<file path="config.mk">
export PLATFORM = sky130hd
export DESIGN_NAME = fe_ras
export DESIGN_NICKNAME = d
export VERILOG_FILES = /design/src/fe_pkg.sv /design/src/fe_ras.sv
export SDC_FILE = /design/constraint.sdc
export NUM_CORES = 1
export LEC_CHECK = 0
export ABC_AREA = 1
export BUFFER_PORTS_ARGS = -buffer_cell sky130_fd_sc_hd__buf_4
export CAP_MARGIN = 15
export CORE_MARGIN = 4
export CORE_UTILIZATION = 26
export CTS_CLUSTER_SIZE = 14
export DETAILED_ROUTE_END_ITERATION = 7
export PLACE_DENSITY_LB_ADDON = 0.08
export SLEW_MARGIN = 20
export SYNTH_ARGS = -nofsm -noshare
export SYNTH_HDL_FRONTEND = slang
export SYNTH_SLANG_ARGS = --single-unit
</file>
<file path="constraint.sdc">
create_clock -name clk -period 3.6 [get_ports clk]
set_input_delay 0.54 -clock clk [delete_from_list [all_inputs] [get_ports clk]]
set_output_delay 0.54 -clock clk [all_outputs]
set_load 0.01 [all_outputs]
</file>
<file path="src/fe_pkg.sv">
// shared widths, index helpers and record types, imported by every front-end module
package fe_pkg;

  localparam int ADDR_W      = 48;
  localparam int BLOCK_BYTES = 16;
  localparam int BLOCK_LSB   = 4;   // first bit above the block offset
  localparam int HIST_W      = 16;
  localparam int BTB_IDX_W   = 6;   // pc[9:4]
  localparam int PRED_IDX_W  = 10;

  localparam int BTB_TAG_LSB = BLOCK_LSB + BTB_IDX_W;
  localparam int BTB_TAG_W   = ADDR_W - BTB_TAG_LSB;

  // history bits per predictor index, the rest of the index is pc[..:4]
  localparam int unsigned IDX_A_SEL = 2;   // pc[11:4], ghist[1:0]
  localparam int unsigned IDX_B_SEL = 6;   // pc[7:4], ghist[5:0]
  localparam int unsigned IDX_C_SEL = 10;  // history only

  typedef logic [ADDR_W-1:0] addr_t;
  typedef logic [HIST_W-1:0] ghist_t;

  typedef enum logic [1:0] {
    BR_COND   = 2'd0,
    BR_UNCOND = 2'd1,
    BR_CALL   = 2'd2,
    BR_RET    = 2'd3
  } br_kind_t;

  typedef struct packed {
    logic                 valid;
    logic [BTB_TAG_W-1:0] tag;
    addr_t                target;
    br_kind_t             kind;
  } btb_entry_t;

  typedef struct packed {
    addr_t    pc;
    ghist_t   ghist;   // history the block was predicted with
    logic     taken;
    logic     hit;
    br_kind_t kind;    // only valid with hit
  } fetch_t;

  typedef struct packed {
    addr_t    src;     // block address of the branch
    addr_t    target;
    ghist_t   ghist;
    br_kind_t kind;
    logic     taken;
    logic     mispredict;
  } retire_t;

  // index = {pc bits, low history bits}, pc part drops out when hist_bits covers all
  function automatic logic [PRED_IDX_W-1:0] pred_idx(addr_t a, ghist_t gh,
                                                     int unsigned hist_bits);
    logic [PRED_IDX_W-1:0] a_part;
    logic [PRED_IDX_W-1:0] h_part;
    a_part = PRED_IDX_W'(a >> BLOCK_LSB) << hist_bits;
    h_part = PRED_IDX_W'(gh) & ({PRED_IDX_W{1'b1}} >> (PRED_IDX_W - hist_bits));
    return a_part | h_part;
  endfunction

  function automatic addr_t block_align(addr_t a);
    return {a[ADDR_W-1:BLOCK_LSB], {BLOCK_LSB{1'b0}}};
  endfunction

endpackage
</file>
<file path="src/fe_ras.sv">
// circular return address stack, pushed on predicted calls and popped on predicted returns
`timescale 1ns/1ps

module fe_ras #(
  parameter int DEPTH = 8
) (
  input  logic          clk,
  input  logic          rst,
  input  logic          push,
  input  fe_pkg::addr_t push_addr,
  input  logic          pop,
  output fe_pkg::addr_t top
);

  import fe_pkg::*;

  localparam int PTR_W = $clog2(DEPTH);

  addr_t            stack [DEPTH];
  logic [PTR_W-1:0] ptr;
  logic [PTR_W-1:0] ptr_up;
  logic [PTR_W-1:0] ptr_dn;

  // explicit wrap so DEPTH need not be a power of two
  assign ptr_up = (ptr == PTR_W'(DEPTH - 1)) ? '0 : ptr + 1'b1;
  assign ptr_dn = (ptr == '0) ? PTR_W'(DEPTH - 1) : ptr - 1'b1;

  always_ff @(posedge clk) begin
    if (rst) begin
      ptr <= '0;
    end else if (push) begin
      ptr <= ptr_up;
    end else if (pop) begin
      ptr <= ptr_dn;
    end
  end

  always_ff @(posedge clk) begin
    if (push) stack[ptr_up] <= push_addr;   // oldest entry lost on overflow
  end

  assign top = stack[ptr];

endmodule

</file>
==> impl_metrics.toml <==
[status]
outcome = "finished clean"

[synthesis]
yosys_warnings = 0
synth_cell_types = 19
synth-compound-area-share_pct = 0.1479
synth_adder_area_share_pct = 0.2958
synth-simple-area-share_pct = 23.07
ys_seq_area_share_pct = 68.87
synth_top_family_by_area = "simple AND/OR/NAND/NOR gates"
synthesis.nets = 1772
postSynthCellCount = 1716
muxShareOfSynthArea_pct = 0
synthesis.area_um2 = 16920
synth-xor-area-share_pct = 0.05177
synth.avg_cell_area_um2 = 9.859
ys_ff_latch = 390

[placement]
dp_hpwl_um = 23000
port_buffers = 99
routabilityCongestion = 0.6882
dp_cells = 2625

[detailed_routing]
routedWlPerCell_um = 16.12
drt_iter0_markers = 512
drtPass1Iterations = 6
totalWireLength_um = 43660
vias = 10748
drtAntennaViolNets = 0
viasPerCell = 3.969
drc_errors = 0

[layout]
fin_cells = 2708
layout.cells.most_common_list = "nand2_1, edfxtp_1, nor2_1"
post-route-util_pct = 31.16
multi_input_area_um2 = 4048
finalNetCount = 1876
regArea_um2 = 11660
drive_above_1_share_pct = 10.58
final_common_cell = "nand2_1"
n_fill_cell = 6786
area_growth_pct = 18.73

[pwr]
seq_power_share_pct = 46.4
ir_worst_vdd_mv = 0.2863
combPwrFrac_pct = 16.0
total_power_uw = 11560
p_sw_share_pct = 27.16
clkPwrFrac_pct = 37.6
power.leakage_uw = 0.008386
power.switching_uw = 3140
intPower_uw = 8424
power_density_nw_per_um2 = 575.7

[cts]
cts_tree = "done"
h-tree-depth = 2
postCtsSetupRepairBufs = 0
cts_sinks = 390
numCtsBuffers = 48
postCtsHoldBufs = 0
ctsRootBufferMaster = "clkbuf_16"
cts_repair_resize_count = 0
clk_pin_slew_ps = 50
clock_path_buffers = 3
clkLatencyLatePin_ps = 570

[hold_path]
min_from = "rst"
hold_path_class = "input port to flip-flop"
whs_path_depth = 2

[timing]
tightest_slew_ps = 854.1
tns_ps = 0
hold_violations = 0
fin_skew_ps = 14.40
max-slew-margin-rel_pct = 43.06
finalCritPeriodShare_pct = 81.33
whs_ps = 147.6
post-route-min-period_ps = 2928
setup_viol = 0
maxSlewViolCount = 0
max_freq_mhz = 341.5
rsz0062_at_grt = "no"

[grt]
grt_max_degree = 59
grt_pass1_vias = 10567
grt_pass1_wl_um = 66380
grt_overflow = 0
grt_util_all_layers_pct = 12.46
antenna_found_initial = 1

[critical_path]
critPathRequiredTime_ps = 3060
crit_arrival_ps = 2390
critPathMaxFanout = 58
start_kind = "flip-flop"
end_kind = "output port"
reg2regPathDepth = 5
reg2reg_slack_ps = 1360
r2r_start = "ptr[0]"
worstReg2RegEnd = "stack[1][7]"
crit_type = "flip-flop to output port"

[run]
max_cap_viol_count = 0

[floorplan]
core_um2 = 64460
dieArea_um2 = 69220
placementRows = 93
ioPinCount = 100
initial_core_util_pct = 26.25
chipHeight_um = 263.1
fp.dieW_um = 263.1
-- power by group through the flow --
stage / logic (µW) / clock network (µW) / registers [µW]
2_1_floorplan: 1130 / 0 / 5440
3_3_place_gp: 1940 / 0 / 5460
3_5_place_dp: 1940 / 0 / 5460
4_1_cts: 1950 / 4520 / 5370
5_1_grt: 2120 / 4740 / 5380
6_report: 1850 / 4350 / 5360
-- registers in the layout, indices dropped and copies added, names as in the netlist, named ones only --
signal,flops
ptr,3
stack,384
-- cell usage after synthesis --
library cell / number / area [µm²]
nand3_1: 1 / 5.000
o21ai_0: 2 / 10.01
o21ai_1: 1 / 5.000
a21oi_1: 2 / 10.01
xor2_1: 1 / 8.760
nor2_1: 391 / 1468
edfxtp_1: 384 / 11530
clkbuf_1: 9 / 33.78
buf_6: 23 / 259.0
buf_2: 33 / 165.2
nand2_1: 644 / 2417
ha_1: 4 / 50.05
inv_1: 203 / 762.0
buf_4: 6 / 45.04
nand4_1: 1 / 6.260
nor3b_1: 1 / 7.510
inv_2: 1 / 3.750
dfxtp_1: 6 / 120.1
buf_1: 3 / 11.26
-- critical path, stage by stage (launching register included) --
cell     delay, ps
dfxtp_4        810
buf_12         330
nor2_1          80
nor2_1          90
nand2_1         50
nand2_1         60
nand2_1         40
nand2_1        150
buf_4          150
-- layer usage --
metal	GRT usage [%]	vias to the layer above	share of wire, %
met3	2.551	50	3.4
li1	-	5532	-
met4	2.612	0	1.5
met5	0	-	0
met1	16.42	5030	47
met2	21.34	136	48
-- per-stage QoR --
stage	setup slack [ps]	cell area, µm²
floorplan	149.7	16920
global placement	1170	18710
detailed placement	1227	18710
CTS	594.0	20080
global route	464.9	20080
finish	672.0	20090
-- worst max-delay path by stage --
stage / startpoint / endpoint / slack [ps] / cells past startpoint
finish: flip-flop / top[14] / 670 / 8
global route: flip-flop / top[26] / 460 / 8
CTS: flip-flop / top[14] / 590 / 8
detailed placement: flip-flop / top[14] / 1230 / 8
global placement: flip-flop / top[26] / 1170 / 8
floorplan: ptr[0] / stack[6][0] / 150 / 6
-- logic make-up after synthesis --
logic type | Yosys count
xor+xnor | 1
simple gates | 1038
buf+inv | 278
fa+ha+maj | 4
compound gates | 5
flops | 390
-- area by class of cell --
| cell class | count | area share, % |
|---|---|---|
| repair buffers | 128 | 5.780 |
| multi-input cells | 1048 | 20.15 |
| diodes | 1 | 0.01246 |
| inverters | 204 | 3.825 |
| clock buffers | 66 | 6.316 |
| flip-flops and latches | 390 | 58.05 |
| well taps | 855 | 5.326 |
| clock inverters | 16 | 0.5419 |
(Power assumes the default switching activity.)
