### src/fe_pkg.sv
// shared widths, index helpers and record types, imported by every front-end module
package fe_pkg;

  localparam int ADDR_W      = 48;
  localparam int BLOCK_BYTES = 16;
  localparam int BLOCK_LSB   = 4;   // first bit above the block offset
  localparam int HIST_W      = 16;
  localparam int BTB_IDX_W   = 6;   // pc[9:4]
  localparam int PRED_IDX_W  = 10;

  localparam int BTB_TAG_LSB = BLOCK_LSB + BTB_IDX_W;
  localparam int BTB_TAG_W   = ADDR_W - BTB_TAG_LSB;

  // history bits per predictor index, the rest of the index is pc[..:4]
  localparam int unsigned IDX_A_SEL = 2;   // pc[11:4], ghist[1:0]
  localparam int unsigned IDX_B_SEL = 6;   // pc[7:4], ghist[5:0]
  localparam int unsigned IDX_C_SEL = 10;  // history only

  typedef logic [ADDR_W-1:0] addr_t;
  typedef logic [HIST_W-1:0] ghist_t;

  typedef enum logic [1:0] {
    BR_COND   = 2'd0,
    BR_UNCOND = 2'd1,
    BR_CALL   = 2'd2,
    BR_RET    = 2'd3
  } br_kind_t;

  typedef struct packed {
    logic                 valid;
    logic [BTB_TAG_W-1:0] tag;
    addr_t                target;
    br_kind_t             kind;
  } btb_entry_t;

  typedef struct packed {
    addr_t    pc;
    ghist_t   ghist;   // history the block was predicted with
    logic     taken;
    logic     hit;
    br_kind_t kind;    // only valid with hit
  } fetch_t;

  typedef struct packed {
    addr_t    src;     // block address of the branch
    addr_t    target;
    ghist_t   ghist;
    br_kind_t kind;
    logic     taken;
    logic     mispredict;
  } retire_t;

  // index = {pc bits, low history bits}, pc part drops out when hist_bits covers all
  function automatic logic [PRED_IDX_W-1:0] pred_idx(addr_t a, ghist_t gh,
                                                     int unsigned hist_bits);
    logic [PRED_IDX_W-1:0] a_part;
    logic [PRED_IDX_W-1:0] h_part;
    a_part = PRED_IDX_W'(a >> BLOCK_LSB) << hist_bits;
    h_part = PRED_IDX_W'(gh) & ({PRED_IDX_W{1'b1}} >> (PRED_IDX_W - hist_bits));
    return a_part | h_part;
  endfunction

  function automatic addr_t block_align(addr_t a);
    return {a[ADDR_W-1:BLOCK_LSB], {BLOCK_LSB{1'b0}}};
  endfunction

endpackage
### src/fe_pc_gen.sv
// fetch address and history registers with next-address choice and retire redirect
`timescale 1ns/1ps

module fe_pc_gen #(
  parameter fe_pkg::addr_t RESET_PC = '0
) (
  input  logic               clk,
  input  logic               rst,
  input  logic               ready_in,
  output fe_pkg::addr_t      pc,
  output fe_pkg::ghist_t     ghist,
  input  logic               btb_hit,
  input  fe_pkg::btb_entry_t btb_entry,
  input  logic               pred_taken,
  input  fe_pkg::addr_t      ras_top,
  output logic               ras_push,
  output logic               ras_pop,
  output fe_pkg::fetch_t     fetch,
  output logic               fetch_valid,
  input  logic               fetch_ready,
  input  logic               retire_valid,
  input  fe_pkg::retire_t    retire
);

  import fe_pkg::*;

  logic   br_taken;
  logic   redirect;
  logic   hs;
  addr_t  next_pc;
  addr_t  redir_pc;
  ghist_t next_ghist;
  ghist_t redir_ghist;

  assign br_taken = btb_hit && ((btb_entry.kind != BR_COND) || pred_taken);

  always_comb begin
    if (!br_taken) next_pc = pc + addr_t'(BLOCK_BYTES);
    else if (btb_entry.kind == BR_RET) next_pc = ras_top;
    else next_pc = block_align(btb_entry.target);
  end

  assign next_ghist = btb_hit ? {ghist[HIST_W-2:0], br_taken} : ghist;

  assign redirect    = retire_valid && retire.mispredict;
  assign redir_pc    = retire.taken ? block_align(retire.target)
                                    : block_align(retire.src) + addr_t'(BLOCK_BYTES);
  assign redir_ghist = (retire.kind == BR_COND) ? {retire.ghist[HIST_W-2:0], retire.taken}
                                                : retire.ghist;

  // the block in flight on a redirect cycle is wrong path, hold it back
  assign fetch_valid = ready_in && !redirect;
  assign hs          = fetch_valid && fetch_ready;

  assign ras_push = hs && btb_hit && (btb_entry.kind == BR_CALL);
  assign ras_pop  = hs && btb_hit && (btb_entry.kind == BR_RET);

  always_ff @(posedge clk) begin
    if (rst) begin
      pc    <= RESET_PC;
      ghist <= '0;
    end else if (redirect) begin
      pc    <= redir_pc;
      ghist <= redir_ghist;
    end else if (hs) begin
      pc    <= next_pc;
      ghist <= next_ghist;
    end
  end

  always_comb begin
    fetch.pc    = pc;
    fetch.ghist = ghist;
    fetch.taken = br_taken;
    fetch.hit   = btb_hit;
    fetch.kind  = btb_entry.kind;
  end

endmodule

### config.mk
export PLATFORM = sky130hd
export DESIGN_NAME = fe_pc_gen
export DESIGN_NICKNAME = d
export VERILOG_FILES = /design/src/fe_pkg.sv /design/src/fe_pc_gen.sv
export SDC_FILE = /design/constraint.sdc
export NUM_CORES = 1
export LEC_CHECK = 0
export ABC_AREA = 1
export BUFFER_PORTS_ARGS = -buffer_cell sky130_fd_sc_hd__buf_2
export CAP_MARGIN = 15
export CORE_ASPECT_RATIO = 1.4
export CORE_MARGIN = 4
export CORE_UTILIZATION = 24
export DETAILED_ROUTE_END_ITERATION = 10
export GPL_ROUTABILITY_DRIVEN = 0
export PLACE_DENSITY = 0.52
export SYNTH_ARGS = -nofsm -noshare
export SYNTH_HDL_FRONTEND = slang
export SYNTH_SLANG_ARGS = --single-unit
### constraint.sdc
create_clock -name clk -period 1.9 [get_ports clk]
set_clock_uncertainty 0.15 [all_clocks]
set_input_delay 0.095 -clock clk [delete_from_list [all_inputs] [get_ports clk]]
set_output_delay 0.095 -clock clk [all_outputs]
set_load 0.05 [all_outputs]
==> results.md <==
- Internal power: between 3000 and 4000 µW
- Post-synthesis sequential area ratio: 0.168
- Clock slew at reported path FFs: about 0.06 ns
- Final Non-Filler Cells: around 2100
- Routed Antenna Nets: 0
- Final period util: 0.971
- Hold crit path type: in2reg
- Final Hold Viols: 0
- Synthesized cell area: about 7600 µm²
- Synth top area cells: nand2_1, dfxtp_1, nor2_1
- Die height: between 200 and 250 µm
- Synthesized flop and latch total: 64
- Die width: 159 µm
- Post-layout minimum cycle time: approximately 1.8 ns
- Post-synth top area cell: nand2_1
- First-pass GRT wire length: roughly 54000 µm
- Worst Path Arrival: 1.94 ns
- Clk_lat worst skew: 0.35 ns
- Distinct cells, synth: 40
- Longest Clk Path Bufs: 2
- DP Cell Count: 2081
- Sequential power share: 0.255
- Post-synth EDFFs: 0
- Start-to-end type of the worst setup path: reg2reg
- Post-synth top area share: 0.214
- Initial antenna violation count: 0
- Comb power frac: 0.426
- Worst-path cell chain: ha_2, nand2_1, nor2_4, nand2_1, nor2_2, nand2_2, o21ai_1, nand3_1, nand2_1, nand3_1, nand2_1, inv_1
- Max Cap Violations: 0
- Inserted Clock Buffers: 9
- Achievable frequency: between 500 and 600 MHz
- Worst setup EP type: register
- Leak: approximately 0.0052 µW
- Slowest stage cell, crit path: dfxtp_4
- Total Wirelength: approximately 38000 µm
- Most used cell, CP: nand2_1
- Syn avg cell area: between 5 and 6 µm²
- Switching share of power: 0.433
- Setup violations, final: 0
- Worst-path fanout max: 3
- Synth Flop Type: dfxtp_1
- CP required: 2.00 ns
- Gr ovfl total: 0
- CTS tree: built
- Via density: about 4.8
- GRT Overall Usage: 0.205
- Detailed-route DRC error count: 0
- Vias in the first global route: ~9500
- Antenna diodes: 0
- Cell count after synthesis: approximately 1400
- Initial DRC Count: roughly 550
- Slowest stage delay, CP: roughly 0.35 ns
- Nets: 1975
- Worst Setup Start Kind: register
- Status: finished, final reports clean
- Drt pass-1 iters: 5
- RSZ-0062 raised after global routing: yes
- Root Driver: clkbuf_16
- Asr flop ratio synth: 0
- Buffers added on ports: ~340
- Clk network pwr share: 0.319
- Io pins: roughly 400
- Fraction of layout cells with a size suffix above 1: 0.330
- Area Growth Syn to Fin: 36.8%
- Warnings from Yosys: 0
- Final HPWL DP: about 31000 µm
- FP Rows: between 70 and 80
- Avg WL per Cell: 18.0 µm
- Clk sinks: 64
- Die area: 34700 µm²
- Power Dens Cells: approximately 610 nW/µm²
- Final Core Density: 0.335
- Core area: 31100 µm²
- Switching power: 2750 µW
- Initial Util: 0.245
- Pin count of the biggest net entering global routing: 56
- H-tree levels: 3
- Synth Net Count: about 1700
- Fin. max-slew vios: 0
- Peak VDD IR: approximately 0.0004 V
- Relative slew margins: 0.656
- DR vias: between 10000 and 15000
- Setup TNS Final: 0 ns
- Worst Tran Pin Value: a little over 0.5 ns
[area by class of cell]
class,instances,area (µm²)
clock buffer,10,239
clock inverter,6,116
fill,3522,20700
inverter,103,389
multi-input combinational,1096,5300
sequential,64,1330
tap,390,488
timing repair buffer,439,2560
[per-stage QoR]
step	hold slack [ns]	setup WS (ns)	instance area, µm²	total power, µW
after global routing	0.0208	-0.0668	10400	6670
after CTS	0.00202	0.00127	10200	6420
after detailed placement	0.221	-0.0303	9850	4360
final	0.00475	0.0545	10400	6360
after global placement	0.218	0.00239	9850	4350
after floorplan	0.0913	0.00395	7660	3450
[cell usage after synthesis, drive strengths merged, types with 2 or more instances]
cell / count
nand2: 449
nand3: 82
o211ai: 14
inv: 101
dfxtp: 64
a21oi: 116
o21bai: 2
clkinv: 2
o22ai: 10
nor2: 216
nor3: 4
ha: 2
nand3b: 4
clkbuf: 32
xor2: 16
a31oi: 4
or2: 7
o21ai: 115
nand4: 26
buf: 93
xnor2: 24
[sequential cells by signal (all words and copies together) (netlist names)]
register	count
ghist	16
pc	48
[kinds of logic (layout without fill, tap and decap cells)]
family                   Yosys count  after routing  synth area share
buffers and inverters            228            558             0.149
XOR/XNOR                          40             40            0.0470
AO/OA/AOI/OAI                    265            265             0.184
adder cells (fa/ha/maj)            2              2           0.00328
AND/OR/NAND/NOR                  789            789             0.448
flip-flops                        64             64             0.168
[critical path: cells and delay by family, from the launching register on]
kind	cells	cell delay, ns
compound gates	1	0.14
fa+ha+maj	1	0.20
buf+inv	1	0.04
flops	1	0.35
simple gates	9	0.87
[repair_timing]
action	4_1_cts	5_1_grt
endpoints found under the hold margin	4	0
buffers inserted	0	7
endpoints found under the setup margin	0	23
gates resized for setup	0	39
hold buffers	4	0
[power groups by stage]
stage / Sequential [µW] / Combinational [µW] / Clock (µW)
after floorplan: 2050 / 1400 / 0
after global placement: 1650 / 2700 / 0
after detailed placement: 1650 / 2710 / 0
after CTS: 1630 / 2720 / 2070
after global routing: 1640 / 2920 / 2110
final: 1620 / 2710 / 2030
[cell usage in the layout, fill, tap and decap left out, types with 2 or more instances in the layout]
cell type	synthesis	layout
dlygate4sd3_1	0	4
nor2_8	3	3
inv_2	4	5
or2_2	7	7
nor3_1	4	3
nand4_1	26	26
nand2_1	434	428
clkinv_4	0	3
nor2_4	10	15
inv_1	97	96
a31oi_1	4	4
o21ai_1	6	6
nand3b_1	4	4
o22ai_1	10	10
o211ai_1	14	14
nand2_4	3	4
dfxtp_2	0	20
nor2_1	188	175
xnor2_2	1	2
nand2_2	12	17
buf_12	0	9
bufinv_16	0	3
clkbuf_16	0	9
xor2_1	16	16
dfxtp_4	0	6
o21ai_0	109	109
buf_4	68	83
nand3_1	76	75
nand3_2	6	7
a21oi_2	1	3
nor2_2	15	23
xnor2_1	23	22
a21oi_1	115	113
buf_2	21	343
dfxtp_1	64	38
[layer usage]
metal  track usage  vias to the layer above  wire [µm]
met4         0.104                        0       1990
met3        0.0183                       75       1630
met2         0.390                      364      19900
li1              -                     5078          -
met5             0                        -          0
met1         0.222                     4497      14500
[final timing paths]
check	endpoint	start	slack (ns)	cells after the start
setup / recovery	pc[34]	pc[4]	0.05	12
hold / removal	ghist[15]	retire[18]	0.005	3
setup reg to reg	pc[34]	pc[4]	0.05	12
hold reg to reg	ghist[5]	ghist[5]	0.34	2
Note: power is estimated with default switching activity, not from simulation.
